==> src/fir_pkg.sv <==
/*
  Shared widths, types and constants for the 64-tap FIR core.
  Samples and coefficients are Q1.15, results Q7.9, accumulation in 40 bits.
*/

package fir_pkg;

  // ============================================================
  // Sizes
  // ============================================================
  localparam int num_taps    = 64;
  localparam int tap_addr_w  = 6;
  localparam int sample_w    = 16;
  localparam int acc_w       = 40;
  // Q2.30 product sum down to Q7.9
  localparam int round_shift = 21;
  // Must be able to hold num_taps itself
  localparam int tap_count_w = 7;

  // ============================================================
  // Vector types
  // ============================================================
  typedef logic signed [sample_w-1:0]   sample_t;
  typedef logic        [tap_addr_w-1:0] tap_addr_t;
  typedef logic signed [acc_w-1:0]      acc_t;
  typedef logic signed [sample_w-1:0]   result_t;

  // Rounding offset, half an output LSB
  localparam acc_t round_half = acc_t'(1) <<< (round_shift - 1);

  // Output clamp limits at accumulator width
  localparam acc_t sat_max = acc_t'(32767);
  localparam acc_t sat_min = -acc_t'(32768);

  // Sequencer states
  typedef enum logic [1:0] {
    st_idle,
    st_compute,
    st_output
  } fir_state_t;

endpackage

==> src/fir_core.sv <==
/*
  64-tap FIR core, one clock, no handshake on input or output.
  Avoid coeff_load while a pass is running; dout holds until the next result.
*/

`timescale 1ns/1ps

module fir_core (
  input  logic               clk2,
  input  logic               rstn,
  // Sample input
  input  fir_pkg::sample_t   sample_in,
  input  logic               sample_valid,
  // Coefficient load port
  input  fir_pkg::sample_t   coeff_data,
  input  fir_pkg::tap_addr_t coeff_addr,
  input  logic               coeff_load,
  // Result
  output fir_pkg::result_t   dout,
  output logic               valid_out
);

  import fir_pkg::*;

  // Memory reads
  sample_t   coeff_rdata;
  sample_t   window_rdata;
  logic      tap_ren;
  tap_addr_t coeff_raddr;
  tap_addr_t window_raddr;

  // Window writes
  logic      window_wen;
  tap_addr_t window_waddr;

  // MAC control and result
  logic      clr_acc;
  logic      en_mac;
  result_t   mac_result;

  // ============================================================
  // Memories
  // ============================================================

  // Written from outside, read by the sequencer
  fir_ram u_coeff_ram (
    .clk2  (clk2),
    .rstn  (rstn),
    .wen   (coeff_load),
    .waddr (coeff_addr),
    .wdata (coeff_data),
    .ren   (tap_ren),
    .raddr (coeff_raddr),
    .rdata (coeff_rdata)
  );

  // Circular window of the last 64 samples
  fir_ram u_window_ram (
    .clk2  (clk2),
    .rstn  (rstn),
    .wen   (window_wen),
    .waddr (window_waddr),
    .wdata (sample_in),
    .ren   (tap_ren),
    .raddr (window_raddr),
    .rdata (window_rdata)
  );

  // ============================================================
  // Datapath and control
  // ============================================================

  fir_mac u_mac (
    .clk2    (clk2),
    .rstn    (rstn),
    .clr_acc (clr_acc),
    .en_mac  (en_mac),
    .sample  (window_rdata),
    .coeff   (coeff_rdata),
    .result  (mac_result)
  );

  fir_sequencer u_seq (
    .clk2         (clk2),
    .rstn         (rstn),
    .sample_valid (sample_valid),
    .window_wen   (window_wen),
    .window_waddr (window_waddr),
    .window_raddr (window_raddr),
    .tap_ren      (tap_ren),
    .coeff_raddr  (coeff_raddr),
    .clr_acc      (clr_acc),
    .en_mac       (en_mac),
    .mac_result   (mac_result),
    .dout         (dout),
    .valid_out    (valid_out)
  );

endmodule

==> src/fir_mac.sv <==
/*
  Signed 16x16 multiply into a 40-bit accumulator.
  Clear wins over accumulate; result is rounded to Q7.9 and clamped to 16 bits.
*/

`timescale 1ns/1ps

module fir_mac (
  input  logic             clk2,
  input  logic             rstn,
  input  logic             clr_acc,
  input  logic             en_mac,
  input  fir_pkg::sample_t sample,
  input  fir_pkg::sample_t coeff,
  output fir_pkg::result_t result
);

  import fir_pkg::*;

  logic signed [2*sample_w-1:0] product;
  acc_t                         product_ext;
  acc_t                         acc;
  acc_t                         acc_round;
  acc_t                         acc_shift;

  // ============================================================
  // Multiply and accumulate
  // ============================================================

  // Q1.15 times Q1.15 gives Q2.30
  assign product = sample * coeff;

  // Sign extend up to accumulator width
  assign product_ext = {{(acc_w - 2*sample_w){product[2*sample_w-1]}}, product};

  always_ff @(posedge clk2 or negedge rstn) begin
    if (!rstn) begin
      acc <= '0;
    end else if (clr_acc) begin
      acc <= '0;
    end else if (en_mac) begin
      acc <= acc + product_ext;
    end
  end

  // ============================================================
  // Round and saturate
  // ============================================================

  // Round half away from zero before the shift
  always_comb begin
    if (!acc[acc_w-1]) begin
      acc_round = acc + round_half;
    end else begin
      acc_round = acc - round_half;
    end
    acc_shift = acc_round >>> round_shift;
  end

  always_comb begin
    if (acc_shift > sat_max) begin
      result = result_t'(sat_max);
    end else if (acc_shift < sat_min) begin
      result = result_t'(sat_min);
    end else begin
      result = acc_shift[sample_w-1:0];
    end
  end

endmodule

==> src/fir_ram.sv <==
/*
  64x16 memory, one write port and one registered read port.
  Reset clears every entry; rdata holds its value while ren is low.
*/

`timescale 1ns/1ps

module fir_ram (
  input  logic              clk2,
  input  logic              rstn,
  input  logic              wen,
  input  fir_pkg::tap_addr_t waddr,
  input  fir_pkg::sample_t  wdata,
  input  logic              ren,
  input  fir_pkg::tap_addr_t raddr,
  output fir_pkg::sample_t  rdata
);

  import fir_pkg::*;

  sample_t mem [num_taps];

  // Reset clears every entry and the read register
  always_ff @(posedge clk2 or negedge rstn) begin
    if (!rstn) begin
      rdata <= '0;
      for (int i = 0; i < num_taps; i++) begin
        mem[i] <= '0;
      end
    end else begin
      if (wen) begin
        mem[waddr] <= wdata;
      end
      // Read sees the old word if the same address is written this edge
      if (ren) begin
        rdata <= mem[raddr];
      end
    end
  end

endmodule

==> src/fir_sequencer.sv <==
/*
  Control for one MAC pass per accepted sample, 67 cycles to valid_out.
  sample_valid is only taken in idle; strobes during a pass are dropped.
*/

`timescale 1ns/1ps

module fir_sequencer (
  input  logic               clk2,
  input  logic               rstn,
  input  logic               sample_valid,
  // Sample window write and read
  output logic               window_wen,
  output fir_pkg::tap_addr_t window_waddr,
  output fir_pkg::tap_addr_t window_raddr,
  // Read enable for both memories
  output logic               tap_ren,
  output fir_pkg::tap_addr_t coeff_raddr,
  // MAC control
  output logic               clr_acc,
  output logic               en_mac,
  input  fir_pkg::result_t   mac_result,
  // Filter output
  output fir_pkg::result_t   dout,
  output logic               valid_out
);

  import fir_pkg::*;

  localparam logic [tap_count_w-1:0] last_count = tap_count_w'(num_taps);

  fir_state_t             state;
  fir_state_t             next_state;
  logic [tap_count_w-1:0] tap_count;
  tap_addr_t              wr_ptr;
  tap_addr_t              tap_idx;
  logic                   accept;
  logic                   pass_done;

  assign accept    = (state == st_idle) && sample_valid;
  assign pass_done = (state == st_compute) && (tap_count == last_count);
  assign tap_idx   = tap_count[tap_addr_w-1:0];

  // ============================================================
  // State register and next state
  // ============================================================

  always_ff @(posedge clk2 or negedge rstn) begin
    if (!rstn) begin
      state <= st_idle;
    end else begin
      state <= next_state;
    end
  end

  always_comb begin
    next_state = state;
    case (state)
      st_idle: begin
        if (sample_valid) begin
          next_state = st_compute;
        end
      end
      st_compute: begin
        // One count past the last tap to take its product
        if (tap_count == last_count) begin
          next_state = st_output;
        end
      end
      st_output: begin
        next_state = st_idle;
      end
      default: begin
        next_state = st_idle;
      end
    endcase
  end

  // ============================================================
  // Tap counter and circular write pointer
  // ============================================================

  always_ff @(posedge clk2 or negedge rstn) begin
    if (!rstn) begin
      tap_count <= '0;
    end else if (accept) begin
      tap_count <= '0;
    end else if ((state == st_compute) && !pass_done) begin
      tap_count <= tap_count + 1'b1;
    end
  end

  // Moves on once the result is taken; wraps at 64 by width
  always_ff @(posedge clk2 or negedge rstn) begin
    if (!rstn) begin
      wr_ptr <= '0;
    end else if (state == st_output) begin
      wr_ptr <= wr_ptr + 1'b1;
    end
  end

  // ============================================================
  // Memory and MAC strobes
  // ============================================================

  // New sample lands at the write pointer on the accepting edge
  assign window_wen   = accept;
  assign window_waddr = wr_ptr;

  // Counts 0 to 63 issue reads, bit 6 marks the drain count
  assign tap_ren      = (state == st_compute) && !tap_count[tap_count_w-1];
  assign coeff_raddr  = tap_idx;

  // Entry k steps back in the window, modulo 64
  assign window_raddr = wr_ptr - tap_idx;

  // Read data trails the address by one cycle
  assign clr_acc = (state == st_compute) && (tap_count == '0);
  assign en_mac  = (state == st_compute) && (tap_count != '0);

  // ============================================================
  // Output register
  // ============================================================

  always_ff @(posedge clk2 or negedge rstn) begin
    if (!rstn) begin
      dout      <= '0;
      valid_out <= 1'b0;
    end else begin
      valid_out <= (state == st_output);
      if (state == st_output) begin
        dout <= mac_result;
      end
    end
  end

endmodule

==> config.mk <==
export PLATFORM = sky130hd
export DESIGN_NAME = fir_core
export DESIGN_NICKNAME = d
export VERILOG_FILES = /design/src/fir_pkg.sv /design/src/fir_core.sv /design/src/fir_mac.sv /design/src/fir_ram.sv /design/src/fir_sequencer.sv
export SDC_FILE = /design/constraint.sdc
export NUM_CORES = 2
export LEC_CHECK = 0
export ABC_AREA = 1
export BUFFER_PORTS_ARGS = -buffer_cell sky130_fd_sc_hd__buf_2
export CORE_MARGIN = 2
export CORE_UTILIZATION = 35
export CTS_CLUSTER_SIZE = 20
export DETAILED_ROUTE_END_ITERATION = 8
export SYNTH_ARGS = -nofsm -noshare
export SYNTH_HDL_FRONTEND = slang
export SYNTH_HIERARCHICAL = 1
export SYNTH_SLANG_ARGS = --single-unit
export TNS_END_PERCENT = 1
==> constraint.sdc <==
create_clock -name clk2 -period 16.9 [get_ports clk2]
set_clock_uncertainty 0.15 [all_clocks]
set_input_delay 1.69 -clock clk2 [delete_from_list [all_inputs] [get_ports clk2]]
set_output_delay 1.69 -clock clk2 [all_outputs]
set_load 0.01 [all_outputs]
==> key figures <==
Pwr
  – Sw frac: 0.284
  – Total chip power: approximately 13 mW
  – PwrDens: roughly 110 nW/um^2
  – Static Leak: about 56 nW
  – VDD IR max: 0.101 mV
  – Sequential share of power: 0.448
  – Clock group share of total power: 0.414
  – Switch Pwr: 3.66 mW
  – Internal cell power: a little over 9 mW
  – Comb pwr share: 0.137

Cells and area
  – Filler cells: 32644
  – Layout area overhead: 9.43%
  – Register area: 53900 sq um
  – Layout Nets: 13888
  – Footprint of the multi-input gates: 50200 sq um
  – Final Util: 0.385
  – Share of cells above drive strength 1: 0.0495
  – Layout Cells excl Fill: 17731

Min path
  – Hold Crit Class: reg2reg
  – Hold path depth: 2

Drt
  – Initial DRC count: 9054
  – Detail Route Antenna Nets: 0
  – Routed vias/inst: a little over 5
  – Detailed-route via count: 91385
  – Drt wl/cell: 18.7 um
  – # DRC: 0
  – Final wirelength: 331000 um
  – Drt pass-1 iters: 6

Logic synthesis
  – EDFF count, synth: 0
  – Synth Net Count: 14552
  – #FFs+latches synth: 2152
  – Yosys top cell area share: 0.485
  – Synth warn: 6
  – Synth Instances: 14037
  – Synth cell types: 43
  – Post-synthesis cell area: 111000 sq um
  – Cell with the most instances after synthesis: nand2_1
  – Top cells by area in the synthesized netlist: dfrtp_1, nand2_1, o21ai_0
  – Sequential area share after synthesis: 0.485
  – Top cells by count, synth: nand2_1, dfrtp_1, o21ai_0, nand3_1, clkbuf_1
  – Top_reg_cell synth: dfrtp_1
  – Largest area contributor in the netlist: dfrtp_1
  – Mean Syn Cell Area: 7.91 sq um
  – Async SR Flop Fraction: 1.00

Timing
  – Max_slew headroom: 0.132
  – Highest clock rate: 0.147 GHz
  – Worst-margin pin slew: 1.30 ns
  – Final count of negative-setup-slack endpoints: 0
  – Final hold violation count: 0
  – RSZ-0062 raised after global routing: false
  – Total Negative Setup Slacks: 0 ns
  – Post-route setup slack: about 10 ns
  – Period utilisation layout: 0.403
  – Pins Over Slew Limit: 0
  – Min Tclk post-route: 6.81 ns

Floorplanning
  – CORE AREA: ~320000 sq um
  – Die Area: roughly 320000 sq um
  – Die Ht: around 570 um
  – Die width: 567 um
  – Placement row count: 206
  – Initial Utilization: 0.352
  – IO Pins: 59

Clocking
  – Number of CTS-inserted buffers: 239
  – Worst-skew pair later-pin latency: 0.98 ns
  – Hold_buf cts: 0
  – CTS clk-pin slew, worst paths: 0.06 ns
  – CTS H-tree depth: 4
  – Post-CTS Setup Repair Bufs: 0
  – CTS-repair resized insts: 0
  – Clock Tree Buf Depth: 4
  – CTS tree: done
  – Root buf cell: clkbuf_16
  – # clock sinks: 2152

Place
  – Count of input and output buffers: 58
  – Final HPWL DP: 191000 um
  – Setup WS pre-CTS: 10.14 ns
  – # placed instances: 17292
  – GP Congestion: 0.872

Setup path
  – CP endpoint kind: flip-flop
  – Worst setup SP type: flip-flop
  – CP Class: reg2reg
  – CP required: 17.59 ns
  – Largest fanout on the critical path: 17
  – Worst EP arrival: 7.50 ns
  – Cells on worst reg2reg path: 22

GRT
  – Overall Global Routing Usage: 0.204
  – Total gr overflow: 0
  – Initial antenna violation count: 5
  – Number of global-route vias before repair: 87037
  – First-pass GRT wire length: 525000 um
  – Largest net degree at the start of global routing: 178

Run status
  – Run status: finished, final reports clean

Run
  – Max Cap Viol: 0
[cell type report]
class	instances	area share
tap	4160	0.0429
clock buffer	349	0.0572
sequential	2152	0.444
inverter	683	0.0215
clock inverter	86	0.00876
timing repair buffer	200	0.0124
multi-input combinational	10097	0.414
antenna	4	0.0000824
[per-stage QoR]
stage	area [sq um]	hold WS, ns
3_3_place_gp	113000	0.309
4_1_cts	121000	0.325
6_report	121000	0.320
3_5_place_dp	113000	0.310
5_1_grt	121000	0.345
2_1_floorplan	111000	0.297
[critical path, stage by stage, from the launching register on]
cell and delay [ns]:
dfrtp_1 0.75, nand2_1 0.27, fa_1 0.64, inv_1 0.07, fa_1 0.44, inv_1 0.32
fa_1 0.62, fa_1 0.76, inv_1 0.15, fa_1 0.50, inv_1 0.05, fa_1 0.47
inv_1 0.04, ha_1 0.36, a21oi_1 0.29, o21ai_0 0.19, nand2_1 0.09, nand3_1 0.09
nor2_1 0.15, nand3_1 0.09, nand2_1 0.06, nand3_1 0.08, nand2_1 0.08
[kinds of logic (layout without fill, tap and decap cells)]
kind of cell	Yosys count	after routing	synth area share
other	0	4	0
AO/OA/AOI/OAI	2218	2218	0.101
XOR/XNOR	33	33	0.00260
flip-flops	2152	2152	0.485
buffers and inverters	1788	1318	0.0626
AND/OR/NAND/NOR	7373	7373	0.273
adder cells (fa/ha/maj)	473	473	0.0758
[per-layer routing]
| metal | up-vias | track usage | routed length, um |
|---|---|---|---|
| li1 | 43820 | - | - |
| met5 | - | 0 | 20 |
| met1 | 44613 | 0.299 | 156000 |
| met4 | 4 | 0.0656 | 11000 |
| met2 | 2444 | 0.310 | 145000 |
| met3 | 504 | 0.0258 | 19000 |
[power groups by stage]
stage	Sequential (mW)	Combinational (mW)	Clock, mW
6_report	5.77	1.77	5.33
5_1_grt	5.81	2.07	5.65
4_1_cts	5.76	1.78	5.44
3_5_place_dp	5.85	1.78	0
3_3_place_gp	5.85	1.76	0
2_1_floorplan	5.75	1.33	0
[state kept, by name, indices dropped and copies added (netlist names)]
name and count:
u_coeff_ram/mem 1024, u_window_ram/mem 1024, u_mac/acc 40, u_coeff_ram/rdata 16
u_seq/dout 16, u_window_ram/rdata 16, u_seq/tap_count 7, u_seq/window_waddr 6
u_seq/state 2, u_seq/valid_out 1
[cell usage in the layout (no fill, tap or decap), types with 5 or more instances in the layout]
| master | count |
|---|---|
| nand2_2 | 9 |
| nor2_2 | 11 |
| clkinv_2 | 44 |
| inv_8 | 7 |
| clkinvlp_4 | 12 |
| buf_4 | 131 |
| ha_1 | 141 |
| nand4_1 | 13 |
| inv_2 | 39 |
| nor3_1 | 27 |
| buf_2 | 57 |
| o21ai_2 | 5 |
| nand3_1 | 1918 |
| clkbuf_1 | 56 |
| bufinv_16 | 15 |
| dfrtp_1 | 2148 |
| o21ai_1 | 5 |
| clkinv_16 | 6 |
| nand2_1 | 5243 |
| buf_12 | 12 |
| clkbuf_8 | 53 |
| a21oi_1 | 73 |
| clkbuf_16 | 240 |
| fa_1 | 332 |
| xnor2_1 | 11 |
| xor2_1 | 19 |
| nor2_1 | 137 |
| a22o_1 | 5 |
| inv_1 | 635 |
| o21ai_0 | 2105 |
[path summary, 6_finish.rpt]
check	startpoint	end	slack, ns
max reg2reg	u_coeff_ram/rdata[4]$_DFFE_PN0P_	u_mac/acc[39]$_DFFE_PN0P_	10.09
min reg2reg	u_seq/dout[10]$_DFFE_PN0P_	u_seq/dout[10]$_DFFE_PN0P_	0.32
min in group asynchronous	rstn	u_window_ram/mem[954]$_DFFE_PN0P_	0.61
min	u_seq/dout[10]$_DFFE_PN0P_	u_seq/dout[10]$_DFFE_PN0P_	0.32
max in group asynchronous	rstn	u_coeff_ram/mem[998]$_DFFE_PN0P_	12.39
max	u_coeff_ram/rdata[4]$_DFFE_PN0P_	u_mac/acc[39]$_DFFE_PN0P_	10.09
Note: power is estimated with default switching activity, not from simulation.
